## src/verilog/cpuPkg.sv

```systemverilog
package cpuPkg;

  // Datapath sizes
  localparam int wordWidth    = 32;
  localparam int opCodeWidth  = 8;
  localparam int regCount     = 64;
  localparam int regAddrWidth = $clog2(regCount);  // 6 index bits

  typedef logic [wordWidth-1:0]    wordT;
  typedef logic [regAddrWidth-1:0] regAddrT;

  // Registers with a fixed role
  localparam regAddrT spReg   = regAddrT'(0);  // Stack pointer
  localparam regAddrT flagReg = regAddrT'(1);  // Compare flags

  // Bit positions inside flagReg
  localparam int flagEq = 0;
  localparam int flagLt = 1;
  localparam int flagGt = 2;

  localparam wordT stackStep = wordT'(4);  // Bytes per stack slot

  // Opcode byte, bits 7:0 of the first instruction word
  typedef enum logic [opCodeWidth-1:0] {
    MovRC  = 8'h01,
    MovRR  = 8'h02,
    MovRdC = 8'h03,
    MovRdR = 8'h04,
    MovdCR = 8'h05,
    PushR  = 8'h06,
    PopR   = 8'h07,
    CallR  = 8'h08,
    Ret    = 8'h09,
    CmpRR  = 8'h0a,
    CmpRC  = 8'h0b,
    JmpC   = 8'h0c,
    JeC    = 8'h0d,
    JneC   = 8'h0e,
    JzRC   = 8'h0f,
    JnzRC  = 8'h10,
    AddRRR = 8'h11,
    AddRRC = 8'h12,
    SubRRR = 8'h13,
    SubRRC = 8'h14,
    IncR   = 8'h15,
    DecR   = 8'h16,
    ShlRRR = 8'h17,
    ShrRRR = 8'h18,
    DoutR  = 8'h19,
    Stall  = 8'h1a
  } opCodeT;

  typedef enum logic [1:0] {memNone, memRead, memWrite} memAccessT;

  // 8-byte instructions, constant word at ip + 4
  function automatic logic isLongOp(input opCodeT op);
    return op inside {MovRC, MovRdC, MovdCR, CmpRC, AddRRC, SubRRC, JmpC, JeC, JneC, JzRC, JnzRC};
  endfunction

  function automatic memAccessT memAccessOf(input opCodeT op);
    memAccessT access;
    case (op)
      MovRdC, MovRdR, PopR, Ret: access = memRead;
      MovdCR, PushR, CallR:      access = memWrite;
      default:                   access = memNone;
    endcase
    return access;
  endfunction

endpackage

```

## src/verilog/cpuIfs.sv

```systemverilog
`timescale 1ns/100ps

// Decoded instruction from sequencer to execute unit, results back
interface instrIf;
  import cpuPkg::*;

  logic    execStrobe;
  opCodeT  opCode;
  regAddrT dstAddr;     // Field A
  wordT    opA;
  wordT    opB;
  wordT    opC;
  wordT    dataWord;    // Constant of long ops
  wordT    ramValue;    // Data read result
  wordT    instrPtr;
  logic    execDone;
  logic    jumpTaken;
  wordT    jumpTarget;

  modport seq (output execStrobe, opCode, dstAddr, opA, opB, opC, dataWord, ramValue,
               instrPtr, input execDone, jumpTaken, jumpTarget);
  modport exec (input execStrobe, opCode, dstAddr, opA, opB, opC, dataWord, ramValue,
                instrPtr, output execDone, jumpTaken, jumpTarget);
endinterface

// Register file access, reads for the sequencer, writes for execute
interface regIf;
  import cpuPkg::*;

  regAddrT rdAddrA, rdAddrB, rdAddrC;
  wordT    rdDataA, rdDataB, rdDataC;
  wordT    spValue;
  logic    wrEn;
  regAddrT wrAddr;
  wordT    wrData;
  logic    spWrEn;      // Has priority on register 0
  wordT    spData;

  modport store (input rdAddrA, rdAddrB, rdAddrC, wrEn, wrAddr, wrData, spWrEn, spData,
                 output rdDataA, rdDataB, rdDataC, spValue);
  modport reader (output rdAddrA, rdAddrB, rdAddrC, input rdDataA, rdDataB, rdDataC, spValue);
  modport writer (output wrEn, wrAddr, wrData, spWrEn, spData, input spValue);
endinterface

```

## src/verilog/instrSequencer.sv

```systemverilog
`timescale 1ns/100ps

module instrSequencer (
  input  logic         clk,
  input  logic         reset,
  input  cpuPkg::wordT ramIn,
  input  logic         readAck,
  input  logic         writeAck,
  output cpuPkg::wordT ramAddress,
  output cpuPkg::wordT ramOut,
  output logic         readReq,
  output logic         writeReq,
  output cpuPkg::wordT instrPtr,
  instrIf.seq          instr,
  regIf.reader         regs
);
  import cpuPkg::*;

  typedef enum logic [3:0] {
    stFetch, stFetchWait, stOperand, stConstWait, stDataReq, stDataWait,
    stExec, stExecWait, stUpdate
  } seqStateT;

  seqStateT  state;
  regAddrT   fieldA, fieldB, fieldC;
  logic      longOp;
  memAccessT access;
  logic      jumpPending;   // Latched jump decision
  wordT      jumpAddr;

  assign longOp = isLongOp(instr.opCode);
  assign access = memAccessOf(instr.opCode);

  // Flag jumps test flagReg through operand A
  assign regs.rdAddrA = (instr.opCode inside {JeC, JneC}) ? flagReg : fieldA;
  assign regs.rdAddrB = fieldB;
  assign regs.rdAddrC = fieldC;
  assign instr.dstAddr  = fieldA;
  assign instr.instrPtr = instrPtr;

  always_ff @(posedge clk or posedge reset) begin
    if (reset) begin
      state            <= stFetch;
      readReq          <= 1'b0;
      writeReq         <= 1'b0;
      instrPtr         <= '0;
      instr.execStrobe <= 1'b0;
    end else begin
      case (state)
        stFetch: begin
          readReq    <= 1'b1;
          ramAddress <= instrPtr;
          state      <= stFetchWait;
        end
        stFetchWait: begin
          readReq <= 1'b0;
          if (readAck && !readReq) begin   // Ack only after the request cycle
            instr.opCode <= opCodeT'(ramIn[7:0]);
            fieldA       <= ramIn[13:8];     // Low six bits of each field
            fieldB       <= ramIn[21:16];
            fieldC       <= ramIn[29:24];
            state        <= stOperand;
          end
        end
        stOperand: begin
          instr.opA <= regs.rdDataA;
          instr.opB <= regs.rdDataB;
          instr.opC <= regs.rdDataC;
          if (longOp) begin
            readReq    <= 1'b1;
            ramAddress <= instrPtr + 4;    // Constant word
            state      <= stConstWait;
          end else if (access != memNone) begin
            state <= stDataReq;
          end else begin
            state <= stExec;
          end
        end
        stConstWait: begin
          readReq <= 1'b0;
          if (readAck && !readReq) begin
            instr.dataWord <= ramIn;
            state          <= (access != memNone) ? stDataReq : stExec;
          end
        end
        stDataReq: begin
          case (instr.opCode)
            MovRdC, MovdCR: ramAddress <= instr.dataWord;
            MovRdR:         ramAddress <= instr.opB;
            PushR, CallR:   ramAddress <= regs.spValue;               // Stack grows up
            default:        ramAddress <= regs.spValue - stackStep;   // PopR, Ret
          endcase
          // Store data, return address for CallR
          ramOut   <= (instr.opCode == MovdCR) ? instr.opB :
                      (instr.opCode == PushR) ? instr.opA : instrPtr;
          readReq  <= (access == memRead);
          writeReq <= (access == memWrite);
          state    <= stDataWait;
        end
        stDataWait: begin
          readReq  <= 1'b0;
          writeReq <= 1'b0;
          if (access == memRead && readAck && !readReq) begin
            instr.ramValue <= ramIn;
            state          <= stExec;
          end else if (access == memWrite && writeAck && !writeReq) begin
            state <= stExec;
          end
        end
        stExec: begin
          instr.execStrobe <= 1'b1;   // Single cycle pulse
          state            <= stExecWait;
        end
        stExecWait: begin
          instr.execStrobe <= 1'b0;
          if (instr.execDone) begin
            jumpPending <= instr.jumpTaken;
            jumpAddr    <= instr.jumpTarget;
            state       <= stUpdate;
          end
        end
        default: begin   // stUpdate
          instrPtr <= jumpPending ? jumpAddr : instrPtr + (longOp ? 32'd8 : 32'd4);
          state    <= stFetch;
        end
      endcase
    end
  end

  // RAM port strobes
  reqExclusive: assert property (@(posedge clk) disable iff (reset) !(readReq && writeReq));
  readPulse:    assert property (@(posedge clk) disable iff (reset) readReq |=> !readReq);
  writePulse:   assert property (@(posedge clk) disable iff (reset) writeReq |=> !writeReq);

endmodule

```

## src/flat_wrapper.sv

```systemverilog
// flat-port wrapper written by rule: the top's interface ports become plain ports
module instrSequencer_flat import cpuPkg::*;
  (clk, reset, ramIn, readAck, writeAck, ramAddress, ramOut, readReq, writeReq, instrPtr, instr_execStrobe, instr_opCode, instr_dstAddr, instr_opA, instr_opB, instr_opC, instr_dataWord, instr_ramValue, instr_instrPtr, instr_execDone, instr_jumpTaken, instr_jumpTarget, regs_rdAddrA, regs_rdAddrB, regs_rdAddrC, regs_rdDataA, regs_rdDataB, regs_rdDataC, regs_spValue);
  instrIf instr_i ();
  regIf regs_i ();
  input  logic clk;
  input  logic reset;
  input  cpuPkg::wordT ramIn;
  input  logic readAck;
  input  logic writeAck;
  output cpuPkg::wordT ramAddress;
  output cpuPkg::wordT ramOut;
  output logic readReq;
  output logic writeReq;
  output cpuPkg::wordT instrPtr;
  output wire logic [$bits(instr_i.execStrobe)-1:0] instr_execStrobe;
  output wire logic [$bits(instr_i.opCode)-1:0] instr_opCode;
  output wire logic [$bits(instr_i.dstAddr)-1:0] instr_dstAddr;
  output wire logic [$bits(instr_i.opA)-1:0] instr_opA;
  output wire logic [$bits(instr_i.opB)-1:0] instr_opB;
  output wire logic [$bits(instr_i.opC)-1:0] instr_opC;
  output wire logic [$bits(instr_i.dataWord)-1:0] instr_dataWord;
  output wire logic [$bits(instr_i.ramValue)-1:0] instr_ramValue;
  output wire logic [$bits(instr_i.instrPtr)-1:0] instr_instrPtr;
  input wire logic [$bits(instr_i.execDone)-1:0] instr_execDone;
  input wire logic [$bits(instr_i.jumpTaken)-1:0] instr_jumpTaken;
  input wire logic [$bits(instr_i.jumpTarget)-1:0] instr_jumpTarget;
  output wire logic [$bits(regs_i.rdAddrA)-1:0] regs_rdAddrA;
  output wire logic [$bits(regs_i.rdAddrB)-1:0] regs_rdAddrB;
  output wire logic [$bits(regs_i.rdAddrC)-1:0] regs_rdAddrC;
  input wire logic [$bits(regs_i.rdDataA)-1:0] regs_rdDataA;
  input wire logic [$bits(regs_i.rdDataB)-1:0] regs_rdDataB;
  input wire logic [$bits(regs_i.rdDataC)-1:0] regs_rdDataC;
  input wire logic [$bits(regs_i.spValue)-1:0] regs_spValue;
  assign instr_execStrobe = instr_i.execStrobe;
  assign instr_opCode = instr_i.opCode;
  assign instr_dstAddr = instr_i.dstAddr;
  assign instr_opA = instr_i.opA;
  assign instr_opB = instr_i.opB;
  assign instr_opC = instr_i.opC;
  assign instr_dataWord = instr_i.dataWord;
  assign instr_ramValue = instr_i.ramValue;
  assign instr_instrPtr = instr_i.instrPtr;
  assign instr_i.execDone = instr_execDone;
  assign instr_i.jumpTaken = instr_jumpTaken;
  assign instr_i.jumpTarget = instr_jumpTarget;
  assign regs_rdAddrA = regs_i.rdAddrA;
  assign regs_rdAddrB = regs_i.rdAddrB;
  assign regs_rdAddrC = regs_i.rdAddrC;
  assign regs_i.rdDataA = regs_rdDataA;
  assign regs_i.rdDataB = regs_rdDataB;
  assign regs_i.rdDataC = regs_rdDataC;
  assign regs_i.spValue = regs_spValue;
  instrSequencer u_core (.clk(clk), .reset(reset), .ramIn(ramIn), .readAck(readAck), .writeAck(writeAck), .ramAddress(ramAddress), .ramOut(ramOut), .readReq(readReq), .writeReq(writeReq), .instrPtr(instrPtr), .instr(instr_i), .regs(regs_i));
endmodule
```

## config.mk

```make
export PLATFORM = sky130hd
export DESIGN_NAME = instrSequencer_flat
export DESIGN_NICKNAME = d
export VERILOG_FILES = /design/src/verilog/cpuPkg.sv /design/src/verilog/cpuIfs.sv /design/src/verilog/instrSequencer.sv /design/src/flat_wrapper.sv
export SDC_FILE = /design/constraint.sdc
export NUM_CORES = 1
export LEC_CHECK = 0
export CORE_AREA = 2 2 205 207
export DETAILED_ROUTE_END_ITERATION = 10
export DIE_AREA = 0 0 207 209
export DONT_BUFFER_PORTS = 1
export SLEW_MARGIN = 10
export SYNTH_ARGS = -nofsm -noshare
export SYNTH_HDL_FRONTEND = slang
export SYNTH_SLANG_ARGS = --single-unit
```

## constraint.sdc

```tcl
create_clock -name clk -period 12.9 [get_ports clk]
set_clock_uncertainty 0.2 [all_clocks]
set_input_delay 2.58 -clock clk [delete_from_list [all_inputs] [get_ports clk]]
set_output_delay 2.58 -clock clk [all_outputs]
set_load 0.01 [all_outputs]
```

==> results.md, run 1 <==
- Reg-to-reg slack, setup: 8.40 ns
- Post-CTS Hold Buffers: 0
- Combined area of all synthesized cells: 0.0144 mm2
- Worst Setup Path Type: reg -> out
- Detailed Place HPWL: 41,700 um
- Status: finished, final reports clean
- Net total in the final layout: 1,291
- Net switching power figure: 1.15 mW
- Type of destination of the critical path: output pin
- Slew of the pin with the lowest slew margin: 1.27 ns
- Post-synthesis cell count: 1,143
- Max-cap check violation count: 0
- # resized after CTS: 0
- Leakage power figure: 5.24 nW
- Post-route DRC: 0
- Yosys warns: 0
- CTS Sinks: 322
- Sequential fraction of the synthesis area: 0.657
- Critical path data arrival time: 2.72 ns
- Std cell rows: 75
- Net Count, Synth: 1,346
- Maximum number of pins on one net before global-route repair: 75
- Hold violation total from the final report: 0
- Final design instance area without fill: 0.0159 mm2
- Clock tree from TritonCTS: yes
- Starting density of the core: 0.349
- Crit path time final: 5.50 ns
- Most common cell after layout, fill and taps aside: sky130_fd_sc_hd__edfxtp_1
- Power density normalized to cell area: 206 mW/mm2
- Switching portion of total power: 0.352
- Proportion of synthesized flip-flops having asynchronous set or reset: 0.121
- Core outline area: 0.0413 mm2
- Detail-routed net length per standard cell: 33.4 um
- Worst IR drop on VDD: 0.106 mV
- Number of synthesized flops with an enable pin: 283
- Part of the power in the clock network: 0.311
- RSZ-0062 raised after global routing: false
- Dominant synthesized flop cell: sky130_fd_sc_hd__edfxtp_1
- Die area: 0.0433 mm2
- Clock insertion delay at the later pin of the skew report: 0.56 ns
- Leading cell types in the layout, fill and taps excluded: sky130_fd_sc_hd__edfxtp_1 (283), sky130_fd_sc_hd__nor2_1 (89), sky130_fd_sc_hd__a21oi_1 (87), sky130_fd_sc_hd__nand2_1 (74), sky130_fd_sc_hd__o21ai_0 (63)
- Antenna violations before repair: 4
- Via count of the first global-routing pass: 9,377
- Clock input transition at the sequential cells of the worst setup and hold paths: 0.06 ns
- Die outline height: 209 um
- Placed Area: 0.0147 mm2
- Die extent in x: 207 um
- Quantity of I/O buffers inserted on ports: 0
- Combinational group share of total power: 0.165
- Sequential share of power: 0.524
- Post-CTS setup buffers: 0
- # IOs: 521
- Maximum clock frequency: 182 MHz
- Slew headroom: 0.151
- Count of cell types in the netlist: 77
- CTS buffer count: 35
- Share of final-layout standard cells stronger than drive strength 1: 0.0969
- Internal portion of total power: 2.12 mW
- Total via count in the routed design: 10,100
- Post-synthesis register bit count: 322
- Number of iterations in the first detailed-routing pass: 5
- Htree depth: 2
- Master cell of the clock root buffer: sky130_fd_sc_hd__clkbuf_16
- Crit start category: flip-flop
- Total Wirelength: 55,400 um
- GRT Resource Usage Total: 0.246
- Synth-to-layout area growth: 10.3%
- Global route overflow: 0
- First-pass GRT wire length: 75,300 um
- Mean cell area of the mapped netlist: 12.6 um2
- Gpl congestion: 0.890
- Final setup fails: 0
- Count of pins over their slew limit: 0
- Average via count per standard cell: 6.08
- Portion of the clock cycle consumed by the worst path in the final layout: 0.426
- Total Neg Setup Slack: 0 ns
- Number of buffers between clock root and the deepest sink: 3
- Hold WC Path Type: reg -> reg
- Crit path required time: 10.12 ns
- Iteration-0 DRC count of the detailed router: 1,361
- Largest driver fanout on the critical path: 11
- Count of antenna-violating nets left after detailed routing: 0
==> cell usage after synthesis (8+ instances only) <==
master,number,area [um2]
sky130_fd_sc_hd__a21oi_1,87,435
sky130_fd_sc_hd__a221oi_1,8,70.1
sky130_fd_sc_hd__a22oi_1,30,225
sky130_fd_sc_hd__buf_1,8,30.0
sky130_fd_sc_hd__buf_2,14,70.1
sky130_fd_sc_hd__buf_4,32,240
sky130_fd_sc_hd__clkbuf_1,51,191
sky130_fd_sc_hd__dfrtp_1,39,976
sky130_fd_sc_hd__edfxtp_1,283,8500
sky130_fd_sc_hd__inv_1,17,63.8
sky130_fd_sc_hd__mux2i_1,38,380
sky130_fd_sc_hd__nand2_1,74,278
sky130_fd_sc_hd__nand3_1,28,140
sky130_fd_sc_hd__nand4_1,12,75.1
sky130_fd_sc_hd__nor2_1,93,349
sky130_fd_sc_hd__nor2b_1,12,75.1
sky130_fd_sc_hd__nor3_1,25,125
sky130_fd_sc_hd__nor4_1,12,75.1
sky130_fd_sc_hd__o211ai_1,23,173
sky130_fd_sc_hd__o21ai_0,63,315
sky130_fd_sc_hd__or3_1,16,100
sky130_fd_sc_hd__or4_1,8,60.1
sky130_fd_sc_hd__xnor2_1,9,78.8
==> cell type report <==
class	instances	area [um2]
Antenna cell	4	10.0
Clock buffer	39	901
Clock inverter	24	263
Fill cell	3897	25400
Inverter	18	67.6
Multi-Input combinational cell	696	4400
Sequential cell	322	9470
Tap cell	539	674
Timing Repair Buffer	15	113
==> critical path: stages, from the launching register on <==
cell                       delay, ns
sky130_fd_sc_hd__edfxtp_1       0.54
sky130_fd_sc_hd__nor4_2         0.91
sky130_fd_sc_hd__and4_1         0.52
sky130_fd_sc_hd__or2_2          0.20
==> metal layers <==
metal / GRT usage / share of wire / vias to the layer above
met1: 0.328 / 0.40 / 5031
met3: 0.108 / 0.13 / 99
met5: 0 / 0.00042 / -
met4: 0.0887 / 0.033 / 4
met2: 0.353 / 0.44 / 662
li1: - / - / 4284
==> state kept, by name, indices dropped and copies added (netlist names), 4 cells and up <==
signal	cells
u_core.state	4
u_core.instr.ramValue	32
u_core.instr.instrPtr	32
u_core.instr.opB	32
u_core.ramOut	32
u_core.instr.dataWord	32
u_core.regs.rdAddrC	6
u_core.jumpAddr	32
u_core.instr.dstAddr	6
u_core.instr.opCode	8
u_core.instr.opC	32
u_core.ramAddress	32
u_core.instr.opA	32
u_core.regs.rdAddrB	6
==> power by group through the flow <==
stage | logic (mW) | registers, mW | clock network [mW]
finish | 0.540 | 1.72 | 1.02
global route | 0.597 | 1.74 | 1.08
CTS | 0.536 | 1.72 | 1.04
detailed placement | 0.535 | 1.74 | 0
global placement | 0.518 | 1.74 | 0
floorplan | 0.529 | 1.50 | 0
==> through the flow <==
step	util	power, mW	setup slack [ns]	hold slack [ns]	instances
detailed placement	0.357	2.28	7.74	0.271	1590
global route	0.385	3.41	7.33	0.296	1655
finish	0.385	3.28	7.40	0.279	1657
CTS	0.385	3.30	7.39	0.284	1653
floorplan	-	2.03	5.59	0.245	1143
global placement	0.357	2.26	7.81	0.261	1590
==> worst paths after layout <==
kind,to,from,depth (start not counted)
worst max-delay path,regs_rdAddrA[0],u_core.instr.opCode[4]$_DFFE_PP_,3
worst min-delay path,u_core.instr.instrPtr[1]$_DFFE_PP0P_,u_core.jumpAddr[1]$_DFFE_PP_,1
worst max register to register,u_core.instr.instrPtr[18]$_DFFE_PP0N_,u_core.instr.opCode[3]$_DFFE_PP_,10
worst min register to register,u_core.instr.instrPtr[1]$_DFFE_PP0P_,u_core.jumpAddr[1]$_DFFE_PP_,1
max in group asynchronous,u_core.instr.instrPtr[28]$_DFFE_PP0N_,reset,2
min in group asynchronous,u_core.writeReq$_DFFE_PP0P_,reset,2
==> kinds of logic after synthesis <==
group / Yosys count / synth area share
and+or+nand+nor: 337 / 0.122
DFF: 322 / 0.657
AOI/OAI and AO/OA: 295 / 0.133
buffers and inverters: 125 / 0.0423
muxes: 45 / 0.0319
xor gates and xnor gates: 14 / 0.00851
adders and majority gates: 5 / 0.00486
Note: power is estimated with default switching activity, not from simulation.
==> run 2, diff against run 1 <==
Clock period 12.9 ns to 5.2 ns, I/O delays scaled along.
==> run 2 against run 1 <==
Effect of this change:
- count of clock-buffer cells in the layout increased by 4
- worst hold slack got worse by 0.18 ns
- final area rose by 0.73%
- register-to-register slack worse by 7.5 ns
- combinational power grew to 2.5 times the previous value
- critical path type is now reg -> reg
- highest routed layer unchanged
==> results.md, run 2 (synthesized netlist as in run 1, its figures left out) <==
- Status: finished, final reports clean
- Gpl congestion: 0.922
- Quantity of I/O buffers inserted on ports: 0
- Crit path required time: 5.41 ns
- Final-layout worst hold slack: 0.102 ns
- Worst Setup Path Type: reg -> reg
- Slew of the pin with the lowest slew margin: 1.05 ns
- Synth-to-layout area growth: 11.1%
- Detail-routed net length per standard cell: 32.6 um
- Net total in the final layout: 1,296
- Power density normalized to cell area: 514 mW/mm2
- Crit path largest cell delay: 0.67 ns
- Number of buffers between clock root and the deepest sink: 3
- # IOs: 521
- Leading cell types in the layout, fill and taps excluded: sky130_fd_sc_hd__edfxtp_1 (283), sky130_fd_sc_hd__nor2_1 (89), sky130_fd_sc_hd__a21oi_1 (87), sky130_fd_sc_hd__nand2_1 (74), sky130_fd_sc_hd__o21ai_0 (63)
- Placed Area: 0.0148 mm2
- Count of antenna diodes in the layout: 0
- Count of antenna-violating nets left after detailed routing: 0
- Post-CTS Hold Buffers: 0
- Crit start category: flip-flop
- Average via count per standard cell: 6.02
- Type of destination of the critical path: flip-flop
- Largest driver fanout on the critical path: 13
- CTS buffer count: 36
- Hold violation total from the final report: 0
- Die area: 0.0433 mm2
- Final cell utilization of the core: 0.388
- Most common cell after layout, fill and taps aside: sky130_fd_sc_hd__edfxtp_1
- Final setup fails: 0
- RSZ-0062 raised after global routing: false
- Maximum number of pins on one net before global-route repair: 72
- Htree depth: 2
- Post-route DRC: 0
- Clock tree from TritonCTS: yes
- Die extent in x: 207 um
- Post-CTS setup buffers: 0
- Std cell rows: 75
- Maximum clock frequency: 234 MHz
- Leakage power figure: 5.31 nW
- Worst-path cell with the longest stage delay: sky130_fd_sc_hd__edfxtp_1
- Global route overflow: 0
- Hold WC Path Type: in -> async
- Final non-filler cell total: 1,658
- Ordered cell list for the critical path: nor2b_1 -> a21oi_1 -> o211ai_1 -> ha_1 -> fa_1 -> nand4_1 -> or3_1 -> or4_1 -> o21ai_0 -> a21oi_1
- Share of final-layout standard cells stronger than drive strength 1: 0.105
- Portion of the clock cycle consumed by the worst path in the final layout: 0.823
- # resized after CTS: 0
- Slew headroom: 0.297
- Critical path data arrival time: 4.49 ns
- Number of iterations in the first detailed-routing pass: 5
- Via count of the first global-routing pass: 9,631
- Final design instance area without fill: 0.0160 mm2
- Total via count in the routed design: 9,984
- CP dominant cell by count: sky130_fd_sc_hd__a21oi_1
- Post-placement setup slack: 0.965 ns
- Total Neg Setup Slack: 0 ns
- Crit path time final: 4.28 ns
- Antenna violations before repair: 1
- Worst IR drop on VDD: 0.249 mV
- Worst setup slack after layout: 0.919 ns
- Count of pins over their slew limit: 0
- First-pass GRT wire length: 75,100 um
- Power Total: 8.24 mW
- Iteration-0 DRC count of the detailed router: 1,141
- Max-cap check violation count: 0
- GRT Resource Usage Total: 0.243
- Core outline area: 0.0413 mm2
- Die outline height: 209 um
- Number of placed instances, taps included: 1,594
- Clock input transition at the sequential cells of the worst setup and hold paths: 0.06 ns
- CTS Sinks: 322
- Total Wirelength: 54,100 um
- Starting density of the core: 0.349
- Master cell of the clock root buffer: sky130_fd_sc_hd__clkbuf_16
- Clock insertion delay at the later pin of the skew report: 0.55 ns
- Detailed Place HPWL: 40,900 um
==> run 2: critical path: cells and delay by family (launching register included) <==
family                   cells  cell delay, ns
flip-flops                   1            0.67
AND/OR/NAND/NOR              4            1.93
AO/OA/AOI/OAI                4            0.78
adder cells (fa/ha/maj)      2            0.57
==> run 2: power by group <==
part	switching, mW	internal (mW)
clock network	1.08	1.61
logic	0.837	0.516
registers	0.902	3.30
total	2.81	5.42
==> run 2: final timing paths <==
kind / startpoint / endpoint / slack, ns / depth (start not counted)
min reg2reg: u_core.jumpAddr[1]$_DFFE_PP_ / u_core.instr.instrPtr[1]$_DFFE_PP0P_ / 0.28 / 1
min: reset / u_core.state[2]$_DFFE_PP0P_ / 0.10 / 1
max reg2reg: u_core.instr.opCode[2]$_DFFE_PP_ / u_core.instr.instrPtr[24]$_DFFE_PP0N_ / 0.92 / 10
max in group asynchronous: reset / u_core.instr.instrPtr[30]$_DFFE_PP0N_ / 3.91 / 2
max: u_core.instr.opCode[2]$_DFFE_PP_ / u_core.instr.instrPtr[24]$_DFFE_PP0N_ / 0.92 / 10
min in group clk: u_core.jumpAddr[1]$_DFFE_PP_ / u_core.instr.instrPtr[1]$_DFFE_PP0P_ / 0.28 / 1
==> run 2: final cells by class <==
class                      count  area (um2)
clock buffer                  43         980
clock inverter                21         259
fill                        3891       25300
inverter                      18        67.6
multi-input combinational    696        4410
sequential                   322        9470
tap                          539         674
timing repair buffer          19         155
==> run 2: routing by layer <==
layer | GRT usage | share of wire
met1 | 0.333 | 0.42
met2 | 0.373 | 0.46
met3 | 0.0768 | 0.095
met4 | 0.0608 | 0.021
met5 | 0 | 0.00018
==> run 3, diff against run 2 <==
Settings changed: ABC_AREA set to 1, CORE_AREA 2 2 205 207 to 2 2 201 203, DIE_AREA 0 0 207 209 to 0 0 203 205.
Clock period 5.2 ns to 4.01 ns, I/O delays scaled along.
==> run 3 against run 2 <==
Effect of this change:
- via count increased by 15%
- flip-flop and latch count stayed put
- setup slack got worse by 0.22 ns
- core utilization grew 3.4 points
- count of clock-buffer cells in the layout increased by 3
- critical path depth rose by 6
- largest cell class unchanged
- largest power group unchanged
==> results.md, run 3 <==
- Detailed Place HPWL: 48,200 um
- CP dominant cell by count: sky130_fd_sc_hd__nand2_1
- First-pass GRT wire length: 84,600 um
- Leading cell types in the layout, fill and taps excluded: sky130_fd_sc_hd__nand2_1 (409), sky130_fd_sc_hd__edfxtp_1 (283), sky130_fd_sc_hd__nor2_1 (163), sky130_fd_sc_hd__inv_1 (102), sky130_fd_sc_hd__nand3_1 (89)
- Count of cell types in the netlist: 44
- Internal portion of total power: 7.12 mW
- Proportion of synthesized flip-flops having asynchronous set or reset: 0.121
- CTS Sinks: 322
- Antenna violations before repair: 7
- Placed Area: 0.0153 mm2
- Master cell of the clock root buffer: sky130_fd_sc_hd__clkbuf_16
- Crit path required time: 4.28 ns
- Std cell rows: 73
- Htree depth: 2
- Number of iterations in the first detailed-routing pass: 6
- Mean cell area of the mapped netlist: 10.1 um2
- Maximum clock frequency: 302 MHz
- # resized after CTS: 0
- Clock tree from TritonCTS: yes
- Yosys warns: 0
- Post-CTS Hold Buffers: 0
- Switching portion of total power: 0.365
- Post-synthesis cell count: 1,466
- Reg-to-reg slack, setup: 0.70 ns
- Clock input transition at the sequential cells of the worst setup and hold paths: 0.06 ns
- Quantity of I/O buffers inserted on ports: 0
- Part of the power in the clock network: 0.322
- Starting density of the core: 0.375
- Crit path time final: 3.31 ns
- Die extent in x: 203 um
- Combined area of all synthesized cells: 0.0148 mm2
- Number of synthesized flops with an enable pin: 283
- Synth top cells by count: sky130_fd_sc_hd__nand2_1 (410), sky130_fd_sc_hd__edfxtp_1 (283), sky130_fd_sc_hd__nor2_1 (167), sky130_fd_sc_hd__inv_1 (102), sky130_fd_sc_hd__nand3_1 (89)
- Count of pins over their slew limit: 0
- Portion of the clock cycle consumed by the worst path in the final layout: 0.826
- Net Count, Synth: 1,669
- Combinational group share of total power: 0.217
- Dominant synthesized flop cell: sky130_fd_sc_hd__edfxtp_1
- Iteration-0 DRC count of the detailed router: 970
- Status: finished, final reports clean
- Worst IR drop on VDD: 0.518 mV
- Power density normalized to cell area: 676 mW/mm2
- Core outline area: 0.0394 mm2
- Hold violation total from the final report: 0
- GRT Resource Usage Total: 0.291
- Leakage power figure: 5.92 nW
- Die outline height: 205 um
- Worst Setup Path Type: reg -> reg
- Worst setup slack after layout: 0.697 ns
- Sequential share of power: 0.462
- Via count of the first global-routing pass: 11,200
- Leading cell type by number of instances after synthesis: sky130_fd_sc_hd__nand2_1
- Worst-path cell with the longest stage delay: sky130_fd_sc_hd__edfxtp_1
- Global route overflow: 0
- Clock insertion delay at the later pin of the skew report: 0.58 ns
- Final design instance area without fill: 0.0166 mm2
- Post-route DRC: 0
- Yosys top cell area share: 0.576
- Worst Reg-to-Reg Cells: 16
- Power Total: 11.2 mW
- Crit start category: flip-flop
- Post-CTS setup buffers: 0
- Max-cap check violation count: 0
- Net switching power figure: 4.09 mW
- Slew of the pin with the lowest slew margin: 1.00 ns
- Count of antenna-violating nets left after detailed routing: 0
- Hold WC Path Type: in -> async
- Net total in the final layout: 1,669
- Share of final-layout standard cells stronger than drive strength 1: 0.0857
- Ordered cell list for the critical path: nor2_1 -> nand2_1 -> nand2_1 -> nand4_1 -> nand2_1 -> inv_1 -> ha_1 -> fa_1 -> inv_1 -> nor2_1 -> nand2_1 -> nor2_2 -> nand2_1 -> xor2_1 -> nor2_1 -> o22ai_1
- Number of buffers between clock root and the deepest sink: 3
- Total Wirelength: 61,600 um
- Total via count in the routed design: 11,400
- Post-placement setup slack: 0.753 ns
- Synth-to-layout area growth: 12.5%
- Crit path buffers/inverters: 2
- Die area: 0.0416 mm2
- Largest driver fanout on the critical path: 7
- Detail-routed net length per standard cell: 30.4 um
- Slew headroom: 0.329
- Delay-heaviest family, CP: simple AND/OR/NAND/NOR gates
- Most area-hungry cell type in the Yosys netlist: sky130_fd_sc_hd__edfxtp_1
- Crit path largest cell delay: 0.51 ns
- Endpoint of the worst register-to-register path: u_core.instr.instrPtr[16]$_DFFE_PP0N_
- Gpl congestion: 0.964
- Critical path data arrival time: 3.58 ns
- Top post-synthesis cells by area: sky130_fd_sc_hd__edfxtp_1 (58%), sky130_fd_sc_hd__nand2_1 (10%), sky130_fd_sc_hd__dfrtp_1 (6.6%)
- Post-synthesis register bit count: 322
- RSZ-0062 raised after global routing: false
- Source of the worst register-to-register timing path: u_core.instr.opCode[0]$_DFFE_PP_
- Average via count per standard cell: 5.65
- Final setup fails: 0
- CTS buffer count: 38
- Type of destination of the critical path: flip-flop
- Sequential fraction of the synthesis area: 0.642
- Most common cell after layout, fill and taps aside: sky130_fd_sc_hd__nand2_1
- Maximum number of pins on one net before global-route repair: 55
- # IOs: 521
==> run 3: changes by cell type after synthesis, moves of 16 or more <==
cell,previous run,this run
sky130_fd_sc_hd__nor2_1,93,167
sky130_fd_sc_hd__inv_1,17,102
sky130_fd_sc_hd__clkbuf_1,51,21
sky130_fd_sc_hd__nand2_1,74,410
sky130_fd_sc_hd__mux2i_1,38,0
sky130_fd_sc_hd__or3_1,16,0
sky130_fd_sc_hd__a22oi_1,30,1
sky130_fd_sc_hd__nand3_1,28,89
sky130_fd_sc_hd__a21oi_1,87,32
sky130_fd_sc_hd__nand4_1,12,37
sky130_fd_sc_hd__a31oi_1,7,30
sky130_fd_sc_hd__o21ai_0,63,83
==> run 3: cell families after synthesis <==
family          Yosys count  synth area share
xor+xnor                 17            0.0101
fa+ha+maj                 5           0.00475
buf+inv                 188            0.0600
compound gates          189            0.0727
flops                   322             0.642
simple gates            745             0.211
==> run 3: area by class of cell <==
class / instances / area, um2
fill: 3796 / 22800
timing repair buffer: 37 / 290
inverter: 111 / 419
multi-input combinational: 956 / 4450
antenna: 5 / 12.5
tap: 525 / 657
clock buffer: 46 / 981
clock inverter: 22 / 313
sequential: 322 / 9470
==> run 3: power by group through the flow <==
stage	combinational, mW	clock [mW]	sequential (mW)
4_1_cts	2.43	3.66	5.19
3_5_place_dp	2.42	0	5.25
2_1_floorplan	1.56	0	4.90
3_3_place_gp	2.41	0	5.26
5_1_grt	2.67	3.78	5.23
6_report	2.43	3.61	5.18
==> run 3: how the worst max path moves through the flow <==
stage / from / endpoint / depth (start not counted)
final: u_core.instr.opCode[0]$_DFFE_PP_ / u_core.instr.instrPtr[16]$_DFFE_PP0N_ / 16
after global routing: u_core.instr.opCode[0]$_DFFE_PP_ / u_core.instr.instrPtr[30]$_DFFE_PP0N_ / 16
after CTS: u_core.instr.opCode[0]$_DFFE_PP_ / u_core.instr.instrPtr[16]$_DFFE_PP0N_ / 16
after detailed placement: u_core.instr.opCode[0]$_DFFE_PP_ / u_core.instr.instrPtr[16]$_DFFE_PP0N_ / 16
after global placement: u_core.instr.opCode[0]$_DFFE_PP_ / u_core.instr.instrPtr[22]$_DFFE_PP0N_ / 17
after floorplan: reset / u_core.instr.ramValue[0]$_DFFE_PP_ / 3
==> run 3: through the flow <==
step | hold slack, ns | utilization | setup TNS, ns | std cells
after floorplan | 0.218 | - | -21.38 | 1466
after global placement | 0.235 | 0.388 | 0 | 1951
after detailed placement | 0.238 | 0.388 | 0 | 1951
after CTS | 0.0751 | 0.421 | 0 | 2019
after global routing | 0.0954 | 0.422 | 0 | 2023
final | 0.0851 | 0.422 | 0 | 2024
==> run 3: layer usage <==
layer  up-vias  track usage  wire length, um
met5         -            0               41
met4         6        0.101             1780
met3        99       0.0983             6270
met2       669        0.482            29600
met1      5647        0.356            23900
li1       5023            -                -
